--- config.mk ---
export PLATFORM = sky130hd
export DESIGN_NAME = gain_table
export DESIGN_NICKNAME = d
export VERILOG_FILES = /design/src/silencer_pkg.sv /design/src/verilog/gain_table.sv
export SDC_FILE = /design/constraint.sdc
export NUM_CORES = 2
export LEC_CHECK = 0
export BUFFER_PORTS_ARGS = -buffer_cell sky130_fd_sc_hd__buf_4
export CORE_ASPECT_RATIO = 0.7
export CORE_MARGIN = 2
export CORE_UTILIZATION = 35
export CTS_CLUSTER_SIZE = 40
export DETAILED_ROUTE_END_ITERATION = 8
export MAX_ROUTING_LAYER = met4
export PLACE_DENSITY = 0.49
export SKIP_CTS_REPAIR_TIMING = 1
export SLEW_MARGIN = 10
export SYNTH_ARGS = -nofsm -noshare
export SYNTH_HDL_FRONTEND = slang
export SYNTH_SLANG_ARGS = --single-unit
--- constraint.sdc ---
create_clock -name CLK -period 5.1 [get_ports CLK]
set_clock_uncertainty 0.2 [all_clocks]
set_input_delay 0.255 -clock CLK [delete_from_list [all_inputs] [get_ports CLK]]
set_output_delay 0.255 -clock CLK [all_outputs]
set_load 0.01 [all_outputs]
--- src/silencer_pkg.sv ---
package silencer_pkg;

  // array size, also the number of entries streamed per frame
  localparam int NUM_TRANS = 249;

  localparam int ADDR_W = 8;
  localparam int TABLE_DEPTH = 2 ** ADDR_W;

  // cycles from din_valid to dout_valid inside the silencer
  localparam int SIL_LATENCY = 3;

  typedef logic [ADDR_W-1:0] trans_idx_t;

  // intensity or phase code as seen by the host and the output stream
  typedef logic [7:0] drive8_t;

  // 8.8 fixed point, upper byte is the visible code
  typedef logic [15:0] drive16_t;

  // largest step per frame in the same 8.8 units as drive16_t
  typedef logic [15:0] rate_t;

  typedef logic [15:0] period_t;

  typedef enum logic {
    IDLE,
    STREAM
  } stream_state_t;

endpackage

--- src/verilog/gain_table.sv ---
`timescale 1ns/1ps

module gain_table import silencer_pkg::*; (
  input  logic       CLK,
  input  logic       arst_n,
  input  logic       wr_en,
  input  trans_idx_t wr_addr,
  input  drive8_t    wr_intensity,
  input  drive8_t    wr_phase,
  input  logic       frame_start,
  output logic       din_valid,
  output drive8_t    din_intensity,
  output drive8_t    din_phase
);

  localparam trans_idx_t LAST_ADDR = trans_idx_t'(NUM_TRANS - 1);

  drive8_t intensity_mem [TABLE_DEPTH];
  drive8_t phase_mem [TABLE_DEPTH];

  stream_state_t state;
  trans_idx_t    rd_addr;

  always_ff @(posedge CLK or negedge arst_n) begin
    if (!arst_n) begin
      state     <= IDLE;
      rd_addr   <= '0;
      din_valid <= 1'b0;
    end else begin
      case (state)
        IDLE: begin
          din_valid <= 1'b0;
          if (frame_start) begin
            state   <= STREAM;
            rd_addr <= '0;
          end
        end
        STREAM: begin // a frame_start seen here is dropped
          din_valid <= 1'b1;
          rd_addr   <= rd_addr + 1'b1;
          if (rd_addr == LAST_ADDR) begin
            state <= IDLE;
          end
        end
        default: state <= IDLE;
      endcase
    end
  end

  // host writes land at any time, an entry not yet read still makes this frame
  always_ff @(posedge CLK) begin
    if (wr_en) begin
      intensity_mem[wr_addr] <= wr_intensity;
      phase_mem[wr_addr]     <= wr_phase;
    end
    if (state == STREAM) begin
      din_intensity <= intensity_mem[rd_addr];
      din_phase     <= phase_mem[rd_addr];
    end
  end

endmodule

==> results.yml <==
status:
  outcome: "finished, final reports clean"
power:
  power.net_switching_mw: 32.61
  clock_power_share: 0.300
  max-vdd-ir-drop_v: 0.0003826
  pwr-share-seq: 0.387
  intPower_mw: 65.93
  sw_frac_of_total: 0.3309
  lkg_pwr_nw: 57.51
  totalPowerFinal_mw: 98.53
  pwr_density_cell_nw_per_um2: 536.6
  share_comb_of_total_power: 0.313
job:
  maxCapViolCount: 0
cts:
  cts.root.buffer_cell: "clkbuf_16"
  clock_tree.buffer_depth: 4
  cts_clk_pin_slew_worst_paths_ns: 0.07
  clock-sinks: 4122
  insertion_delay_ns: 0.98
  cts-buffers-inserted: 397
  tritoncts: "done"
  h_tree_lvl_count: 5
yosys:
  netlist_instances: 7159
  synth-edff-count: 4112
  synth.distinct_cells: 66
  number_of_storage_elements_in_the_synthesis_netlist: 4122
  synthArstFlopShare: 0.002426
  seq_area_frac_synth: 0.7789
  yosysWarnings: 0
  mappedNetlistNets: 7189
  syn_area_per_cell_um2: 22.19
  dominantRegCellSynth: "edfxtp_1"
  synth.cell_area_um2: 158900
floorplanning:
  num_rows: 206
  core-area_um2: 450800
  initial_core_util: 0.3524
  floorplan.die_area_um2: 459400
  die_width_um: 809.2
  die_h_um: 567.7
  io_pins: 45
drt:
  detail_route.wl_per_cell_um: 35.65
  antenna_violating_nets_post_route: 0
  detail_route.iter0.violations: 11890
  drt_first_pass_iters: 8
  via_density_per_instance: 5.694
  totalWireLength_um: 506400
  route.detailed.drc: 0
  vias: 80900
critical_path:
  slowest_stage: "dfrtp_4"
  worst-endpoint-arrival_ns: 5.24
  worst_path_most_repeated_cell: "buf_4"
  crit_path_cell_trace: "buf_4 > buf_12 > buf_4 > mux4_2 > or2_2 > a31oi_1 > a2bb2oi_1 > o311ai_2 > o21ai_1"
  critPathRequiredTime_ns: 5.59
  end_kind: "register"
  critPathLaunchType: "register"
  worst-setup-path-type: "register to register"
  cp_max_fo: 39
  worst_path_max_stage_delay_ns: 1.04
timing:
  timing.max_slew.rel_slack: 0.003678
  unrepaired_setup_endpoints_after_global_routing: "false"
  setup_viol: 0
  maxClockFrequency_mhz: 210.9
  worst_hold_margin_ns: 0.01645
  hold_viol: 0
  setup_tns_ns: 0
  final_min_period_over_clock_period: 0.9298
  timing.final.max_slew_violations: 0
  finalWorstPathRequiredPeriod_ns: 4.742
  max_slew.worst_pin.slew_ns: 1.494
cells_and_area:
  post-route-cell-area_um2: 183600
  nNetsFinal: 7856
  post_route_cells_drive_above_1_share: 0.3058
  nFillCells: 39410
  seqCellArea_um2: 123800
  flow.area_growth_from_synthesis_pct: 15.59
  multi_input_comb_area_um2: 33270
placed_design:
  place_hpwl_um: 313800
  globalplace.congestion: 0.8640
  numPortBuffers: 44
  detailed_place.area_um2: 170500
global_routing:
  first_global_vias: 78450
  antenna_violations_before_repair: 46
  grt_remaining_overflow: 0
  grt_usage: 0.2220
  pin_count_of_the_biggest_net_entering_global_routing: 216
  grt_pass1_wl_um: 686200
min_path:
  timing.hold.worst.class: "primary input to register"
[worst max-delay path: cells and delay by family (launching register included)]
kind	cells	cell delay, ns
AO/OA/AOI/OAI	4	1.71
flip-flops	1	1.04
AND/OR/NAND/NOR	1	0.32
buffers and inverters	3	0.81
multiplexers	1	0.32
[final timing paths]
check / start / endpoint / slack, ns / cells past startpoint
worst min register to register: state$_DFF_PN0_ / state$_DFF_PN0_ / 0.56 / 2
worst max-delay path: rd_addr[2]$_DFFE_PN0P_ / din_intensity[6]$_DFFE_PP_ / 0.36 / 9
worst max register to register: rd_addr[2]$_DFFE_PN0P_ / din_intensity[6]$_DFFE_PP_ / 0.36 / 9
min in group asynchronous: arst_n / din_valid$_DFF_PN0_ / 0.22 / 3
max in group asynchronous: arst_n / rd_addr[0]$_DFFE_PN0P_ / 3.90 / 3
worst min-delay path: wr_intensity[7] / intensity_mem[199][7]$_DFFE_PP_ / 0.02 / 2
[through the flow]
stage	setup WS [ns]	std cells	util
floorplan	2.194	7159	-
global placement	0.07573	13420	0.3781
detailed placement	0.3380	13430	0.3782
CTS	0.3093	14150	0.4064
global route	0.2819	14200	0.4073
finish	0.3582	14210	0.4073
[power by group through the flow]
stage          Clock, mW  Sequential (mW)  Combinational (mW)
2_1_floorplan          0             38.3                17.2
3_3_place_gp           0             38.8                30.7
3_5_place_dp           0             38.9                30.7
4_1_cts             30.1             38.1                30.8
5_1_grt             31.4             38.1                32.0
6_report            29.6             38.1                30.8
[state kept, by name (all words and copies together) (netlist names)]
name / flops
din_intensity: 8
din_phase: 8
intensity_mem: 2048
din_valid: 1
state: 1
phase_mem: 2048
rd_addr: 8
[cells by family (layout without fill, tap and decap cells)]
group,after synthesis,after routing,share of synthesized area
adder cells (fa/ha/maj),2,2,0.0001575
flip-flops,4122,4122,0.7789
AO/OA/AOI/OAI,533,533,0.02354
multiplexers,1309,1309,0.1616
other,0,26,0
buffers and inverters,423,1413,0.01606
AND/OR/NAND/NOR,770,770,0.01974
[synthesized netlist by cell type (all sizes together) (5+ instances only)]
cell type	number	area, um2
edfxtp	4112	123500
mux4	1003	22590
nor2	350	1314
nand2	292	1096
mux2i	291	2913
buf	245	1883
clkbuf	170	638.1
o21ai	97	485.5
a21oi	95	475.5
o221ai	61	534.3
nand3	55	275.3
a221oi	54	485.5
a22oi	46	345.3
o22ai	33	206.5
a31oi	27	168.9
a32oi	17	148.9
nor3	17	85.08
mux2	15	168.9
nor2b	15	93.84
o211ai	14	105.1
a211oi	13	97.59
a311oi	13	113.9
a2111oi	10	100.1
dfrtp	10	250.2
and3	7	43.79
nand2b	7	43.79
o31ai	7	52.55
a22o	6	52.55
and2	6	37.54
o311ai	6	52.55
or3	6	37.54
a221o	5	50.05
inv	5	18.77
[cell usage in the layout, fill, tap and decap left out, types with 7 or more instances in the layout]
master         instances
a32oi_1               17
nand2_2                9
o221ai_1              61
buf_8                 16
a22oi_1               46
diode_2               26
a311oi_1               9
and3_1                 7
inv_6                 13
nand2b_1               7
dlygate4sd3_1         30
clkbuf_16            406
nand2_1              279
nor2b_1               10
edfxtp_1            4112
mux2i_1              291
clkinvlp_4            21
buf_12                69
o211ai_1              14
o31ai_1                7
nor3_1                11
nand3_1               50
mux4_2              1003
nor2_1               152
clkinv_2              70
a221oi_1              52
a211oi_1              12
a21oi_1               94
nor2_2               197
buf_4                565
mux2_2                15
o22ai_1               33
o21ai_0               92
bufinv_16             41
clkinv_1              86
a31oi_1               27
clkbuf_1              78
[per-layer routing]
| layer | vias up | track usage | share of wire |
|---|---|---|---|
| met1 | 44650 | 0.3275 | 0.44 |
| met4 | 0 | 0.04560 | 0.022 |
| met3 | 600 | 0.05264 | 0.10 |
| met2 | 4024 | 0.3146 | 0.43 |
| li1 | 31630 | - | - |
| met5 | - | - | 0 |
[cell type report]
class,count,share of cell area
flip-flops and latches,4122,0.6740
clock inverters,238,0.01239
inverters,8,0.0002453
repair buffers,683,0.03383
diodes,26,0.0003543
well taps,6032,0.04110
multi-input cells,2614,0.1812
clock buffers,484,0.05693
(Power assumes the default switching activity.)
