--- config.mk ---
export PLATFORM = sky130hd
export DESIGN_NAME = update_scheduler
export DESIGN_NICKNAME = d
export VERILOG_FILES = /design/src/silencer_pkg.sv /design/src/verilog/update_scheduler.sv
export SDC_FILE = /design/constraint.sdc
export NUM_CORES = 1
export LEC_CHECK = 0
export ABC_CLOCK_PERIOD_IN_PS = 1800
export BUFFER_PORTS_ARGS = -buffer_cell sky130_fd_sc_hd__buf_2
export CELL_PAD_IN_SITES_DETAIL_PLACEMENT = 0
export CELL_PAD_IN_SITES_GLOBAL_PLACEMENT = 1
export CORE_MARGIN = 10
export CORE_UTILIZATION = 39
export DETAILED_ROUTE_END_ITERATION = 6
export GPL_ROUTABILITY_DRIVEN = 0
export PLACE_DENSITY_LB_ADDON = 0.1
export SYNTH_ARGS = -nofsm -noshare
export SYNTH_HDL_FRONTEND = slang
export SYNTH_SLANG_ARGS = --single-unit
--- constraint.sdc ---
create_clock -name CLK -period 1.8 [get_ports CLK]
set_clock_uncertainty 0.05 [all_clocks]
set_input_delay 0.36 -clock CLK [delete_from_list [all_inputs] [get_ports CLK]]
set_output_delay 0.36 -clock CLK [all_outputs]
set_load 0.1 [all_outputs]
--- src/silencer_pkg.sv ---
package silencer_pkg;

  // array size, also the number of entries streamed per frame
  localparam int NUM_TRANS = 249;

  localparam int ADDR_W = 8;
  localparam int TABLE_DEPTH = 2 ** ADDR_W;

  // cycles from din_valid to dout_valid inside the silencer
  localparam int SIL_LATENCY = 3;

  typedef logic [ADDR_W-1:0] trans_idx_t;

  // intensity or phase code as seen by the host and the output stream
  typedef logic [7:0] drive8_t;

  // 8.8 fixed point, upper byte is the visible code
  typedef logic [15:0] drive16_t;

  // largest step per frame in the same 8.8 units as drive16_t
  typedef logic [15:0] rate_t;

  typedef logic [15:0] period_t;

  typedef enum logic {
    IDLE,
    STREAM
  } stream_state_t;

endpackage

--- src/verilog/update_scheduler.sv ---
`timescale 1ns/1ps

module update_scheduler import silencer_pkg::*; (
  input  logic    CLK,
  input  logic    arst_n,
  input  logic    sched_en,
  input  period_t update_period,
  output logic    frame_start
);

  period_t cnt;

  // the counter sits at the reload value while disabled, so the first strobe
  // lands update_period cycles after sched_en is seen high
  always_ff @(posedge CLK or negedge arst_n) begin
    if (!arst_n) begin
      cnt         <= '0;
      frame_start <= 1'b0;
    end else if (!sched_en) begin
      cnt         <= update_period;
      frame_start <= 1'b0;
    end else if (cnt <= period_t'(1)) begin // also covers a zero period
      cnt         <= update_period;
      frame_start <= 1'b1;
    end else begin
      cnt         <= cnt - 1'b1;
      frame_start <= 1'b0;
    end
  end

endmodule

==> out/metrics.yaml, run 1 <==
drt:
  drtIter0Drc: 39
  vias: 769
  via_per_inst: 4.93
  route.detailed.drc: 0
  first_pass_iters: 4
  routedWlPerCell_um: 13.8
  drt_wl_total_um: 2160
  ant_nets: 0
timing:
  fin_crit_ns: 1.75
  max_slew_margin: 0.677
  hold_viol: 0
  timing.final.crit_share: 0.971
  slew_violations: 0
  rsz0062_at_grt: "yes"
  tightestPinTransition_ns: 0.488
  report.final.setup_viol: 0
  fmax_mhz: 572
  setup_ws_ns: 0.0521
  setup_tns_ns: 0
clock_network:
  htreeDepth: 1
  cts_tree: "done"
  clk_transition_reported_paths_ns: 0.10
  clockBufferDepth: 2
  worstSkewPairLatency_ns: 0.29
  cts.sinks: 17
  cts-buffers-inserted: 3
  cts_root_buf: "clkbuf_4"
logic_synthesis:
  synthArstFlopShare: 1.00
  ys_seq_elements: 17
  ys_types: 21
  yosys.area_share.simple: 0.191
  synth_xor_xnor_area_share: 0.117
  synth-main-ff-cell: "dfrtp_1"
  yosysWarnings: 0
  ys_seq_area_frac: 0.474
  synthAdderAreaFrac: 0.0279
  synthMuxAreaShare: 0
  syn_avg_cell_area_um2: 9.46
  synth_top_family_by_area: "simple AND/OR/NAND/NOR gates"
  synth-edff-count: 0
  synth_compound_area_frac: 0.156
  syn_inst: 95
  syn_area_um2: 898
  syn-num-nets: 116
global_routing:
  antenna_found_initial: 0
  grt_pass1_vias: 850
  grt_first_pass_wirelength_um: 3820
  grt_usage: 0.105
  grt_max_degree: 19
  overflow: 0
die:
  die_y_um: 68.0
  core_area_um2: 2210
  ios: 20
  die_w_um: 68.0
  die-area_um2: 4620
  start_util: 0.406
  rows: 17
final_layout:
  drive_above_1_share: 0.344
  area_delta_synth_final_pct: 32.5
  diodes: 0
  multi_input_area_um2: 480
  ff_latch_area_um2: 425
  fin_nets: 150
  finalCoreUtilization: 0.538
  fin_area_um2: 1190
  fillers: 224
flow_run:
  drv_cap: 0
placement:
  dp_slack_ns: -0.00626
  portBuffers: 19
  dp_hpwl_um: 1580
  postPlaceCellArea_um2: 1100
pwr:
  power_w: 0.000885
  powerDensity_nw_per_um2: 744
  leakage_nw: 0.522
  peakVddDrop_mv: 0.470
setup_path:
  worst-endpoint-required_ns: 1.94
  crit_type: "reg2reg"
  cp-start-kind: "register"
  crit_fanout: 14
  end_kind: "register"
  worstPathArrival_ns: 1.89
status:
  outcome: "completed"
hold_path:
  hold_class: "in2reg"
-- layout make-up --
type,instances,area share
repair buffers,32,0.178
inverters,3,0.00946
clock buffers,4,0.0221
multi-input cells,72,0.404
flip-flops and latches,17,0.358
well taps,28,0.0294
-- Yosys cell counts, types with 2 or more instances --
| master | count | area [um^2] |
|---|---|---|
| nand2_1 | 17 | 63.8 |
| dfrtp_1 | 17 | 425 |
| nor4_1 | 2 | 12.5 |
| o21ai_0 | 14 | 70.1 |
| ha_1 | 2 | 25.0 |
| buf_4 | 2 | 15.0 |
| inv_1 | 3 | 11.3 |
| xor2_1 | 3 | 26.3 |
| a21oi_1 | 2 | 10.0 |
| nand3_1 | 4 | 20.0 |
| xnor2_1 | 9 | 78.8 |
| nor3_1 | 4 | 20.0 |
| a21o_1 | 2 | 15.0 |
| nor2_1 | 7 | 26.3 |
-- logic make-up after synthesis --
kind of cell / Yosys count
buffers and inverters: 6
xor gates and xnor gates: 12
adders and majority gates: 2
and+or+nand+nor: 36
AOI/OAI and AO/OA: 22
DFF: 17
-- path summary, 6_finish.rpt --
check                                  start                     to  slack, ns  cells after the start
max reg2reg                 cnt[4]$_DFF_PN0_       cnt[3]$_DFF_PN0_       0.05                      6
max                         cnt[4]$_DFF_PN0_       cnt[3]$_DFF_PN0_       0.05                      6
min reg2reg                cnt[15]$_DFF_PN0_  frame_start$_DFF_PN0_       0.53                      1
max in group asynchronous             arst_n  frame_start$_DFF_PN0_       0.95                      2
min                         update_period[1]       cnt[1]$_DFF_PN0_       0.21                      3
min in group asynchronous             arst_n      cnt[13]$_DFF_PN0_       0.46                      2
-- placed cells by master (no fill, tap or decap), types with 2 or more instances in the layout --
master and n:
buf_4 10, clkbuf_4 3, nand3_1 3, a21oi_2 2, xor2_1 3, dfrtp_1 17
nor3_2 3, a21o_1 2, ha_1 2, o21ai_0 14, nor2_1 7, inv_1 3
xnor2_1 9, nand2_1 17, buf_2 19
-- through the flow --
stage,hold slack (ns),cells
4_1_cts,0.211,155
3_3_place_gp,0.251,150
5_1_grt,0.203,156
2_1_floorplan,0.0144,95
6_report,0.211,156
3_5_place_dp,0.255,150
-- power breakdown --
part	switching (W)	internal [W]
clock network	0.000122	0.0000862
registers	0.0000443	0.000422
logic	0.000100	0.000110
total	0.000267	0.000619
-- metal layers --
| layer | vias up | global-route usage | routed length, um |
|---|---|---|---|
| li1 | 393 | - | - |
| met1 | 359 | 0.127 | 964 |
| met4 | 0 | 0.0452 | 30 |
| met2 | 13 | 0.174 | 1060 |
| met3 | 4 | 0.0245 | 96 |
| met5 | - | 0 | 0 |
-- flip-flops by register name (all words and copies together), names as in the netlist --
signal / cells
cnt: 16
frame_start: 1
-- worst max-delay path: stages (launching register included) --
cell      delay (ns)
dfrtp_1         0.42
nor4_4          0.29
o211ai_1        0.20
o31ai_4         0.30
buf_6           0.20
a21oi_2         0.04
a21o_1          0.15
-- repair_timing --
| action | in CTS | in global routing |
|---|---|---|
| resized for setup | 1 | 8 |
| setup endpoints to repair | 1 | 6 |
| pin swaps | 0 | 0 |
| setup buffers | 0 | 1 |
| hold buffers | 1 | 0 |
| hold endpoints to repair | 17 | 0 |
No activity file was read; power rests on OpenSTA's default activity.
==> run 2, diff against run 1 <==
- CORE_ASPECT_RATIO: default -> 0.9
- SKIP_CTS_REPAIR_TIMING: default -> 1
==> run 2 against run 1 <==
Against the previous run:
- via count is 5.3% lower
- worst hold slack worse by 0.013 ns
- non-clock buffer count is 5 lower
- cell area is 4.5% lower
- maximum frequency is 2.2% higher
- die area hardly changed
- combinational power is 12% lower
- sequential cell count stayed put
- global-route usage is 1.3 points lower
- largest power group unchanged
- highest routed layer unchanged
==> out/metrics.yaml, run 2 (same netlist as run 1, synthesis figures left out) <==
drt:
  via_per_inst: 4.85
  first_pass_iters: 4
  vias: 728
  drtIter0Drc: 21
  routedWlPerCell_um: 13.1
  drt_wl_total_um: 1960
  ant_nets: 0
  route.detailed.drc: 0
global_routing:
  grt_max_degree: 33
  grt_usage: 0.0915
  overflow: 0
  antenna_found_initial: 0
  grt_first_pass_wirelength_um: 3530
  grt_pass1_vias: 842
final_layout:
  layout_common_cells: "19 x buf_2, 17 x nand2_1, 16 x dfrtp_1, 14 x o21ai_0, 9 x xnor2_1"
  final_common_cell: "buf_2"
  finalCoreUtilization: 0.521
  reg_top3: "cnt: 16 flops, frame_start: 1 flops"
  diodes: 0
  fin_nets: 145
  drive_above_1_share: 0.325
  top_register: "cnt"
  area_delta_synth_final_pct: 26.5
  largest_reg_flops: 16
timing:
  setup_tns_ns: 0
  fin_crit_ns: 1.71
  tightestPinTransition_ns: 0.487
  timing.final.crit_share: 0.950
  report.final.setup_viol: 0
  fmax_mhz: 585
  max_slew_margin: 0.678
  slew_violations: 0
  hold_viol: 0
  rsz0062_at_grt: "yes"
  setup_ws_ns: 0.0896
placement:
  dp_slack_ns: 0.0730
  dp_hpwl_um: 1420
  portBuffers: 19
clock_network:
  clk_transition_reported_paths_ns: 0.12
  cts_root_buf: "clkbuf_4"
  cts-buffers-inserted: 3
  worstSkewPairLatency_ns: 0.30
  cts.sinks: 17
  cts_tree: "done"
  htreeDepth: 1
  clockBufferDepth: 2
setup_path:
  crit_type: "reg2reg"
  cpMaxStageDelayCell: "dfrtp_1"
  crit_fanout: 32
  critical_path_buf_inv_count: 1
  end_kind: "register"
  worst-endpoint-required_ns: 1.94
  path_cells: "nor4_4, o211ai_1, o31ai_4, buf_12, a21oi_2, a21o_1"
  cpPeakStageDelay_ns: 0.41
  worstPathArrival_ns: 1.85
  cp_top_family: "compound AO/OA/AOI/OAI gates"
  cp-start-kind: "register"
pwr:
  powerDensity_nw_per_um2: 762
  peakVddDrop_mv: 0.582
  leakage_nw: 0.495
  power_w: 0.000866
status:
  outcome: "completed"
die:
  die_y_um: 65.5
  ios: 20
  die-area_um2: 4630
  rows: 16
  start_util: 0.412
  core_area_um2: 2180
  die_w_um: 70.6
flow_run:
  drv_cap: 0
hold_path:
  hold_class: "in2reg"
==> run 2: per-stage QoR <==
stage | hold slack (ns) | cells | instance area, um^2
finish | 0.199 | 150 | 1140
global route | 0.184 | 150 | 1140
CTS | -0.0752 | 149 | 1100
detailed placement | 0.258 | 145 | 1070
global placement | 0.253 | 145 | 1070
floorplan | 0.0144 | 95 | 898
==> run 2: metal layers <==
metal  share of wire  global-route usage  vias to the layer above
met4           0.011              0.0314                        0
met5               0                   0                        -
met3           0.045              0.0390                        2
li1                -                   -                      380
met2            0.50               0.158                       13
met1            0.45              0.0991                      333
==> run 2: cell type report <==
class,count,area [um^2]
fill,229,1050
multi-input combinational,72,467
sequential,17,427
timing repair buffer,27,170
tap,27,33.8
clock buffer,3,22.5
inverter,3,11.3
clock inverter,1,5.00
==> run 2: power breakdown <==
group	internal (W)	leakage [nW]	switching [W]	total (W)
sequential	0.000422	0.207	0.0000463	0.000469
clock	0.0000827	0.0177	0.000129	0.000212
combinational	0.0000970	0.270	0.0000886	0.000186
total	0.000602	0.495	0.000264	0.000866
==> run 2: worst min-delay path: stages <==
cell     delay (ns)
buf_2          0.07
nand2_1        0.03
o21ai_0        0.05
==> run 2: worst paths after layout <==
kind | cells past startpoint | endpoint | slack (ns) | from
worst max-delay path | 6 | cnt[7]$_DFF_PN0_ | 0.09 | cnt[4]$_DFF_PN0_
worst min-delay path | 3 | cnt[14]$_DFF_PN0_ | 0.20 | update_period[14]
worst max register to register | 6 | cnt[7]$_DFF_PN0_ | 0.09 | cnt[4]$_DFF_PN0_
worst min register to register | 1 | cnt[0]$_DFF_PN0_ | 0.50 | cnt[0]$_DFF_PN0_
max in group asynchronous | 2 | cnt[5]$_DFF_PN0_ | 0.96 | arst_n
min in group asynchronous | 2 | frame_start$_DFF_PN0_ | 0.45 | arst_n
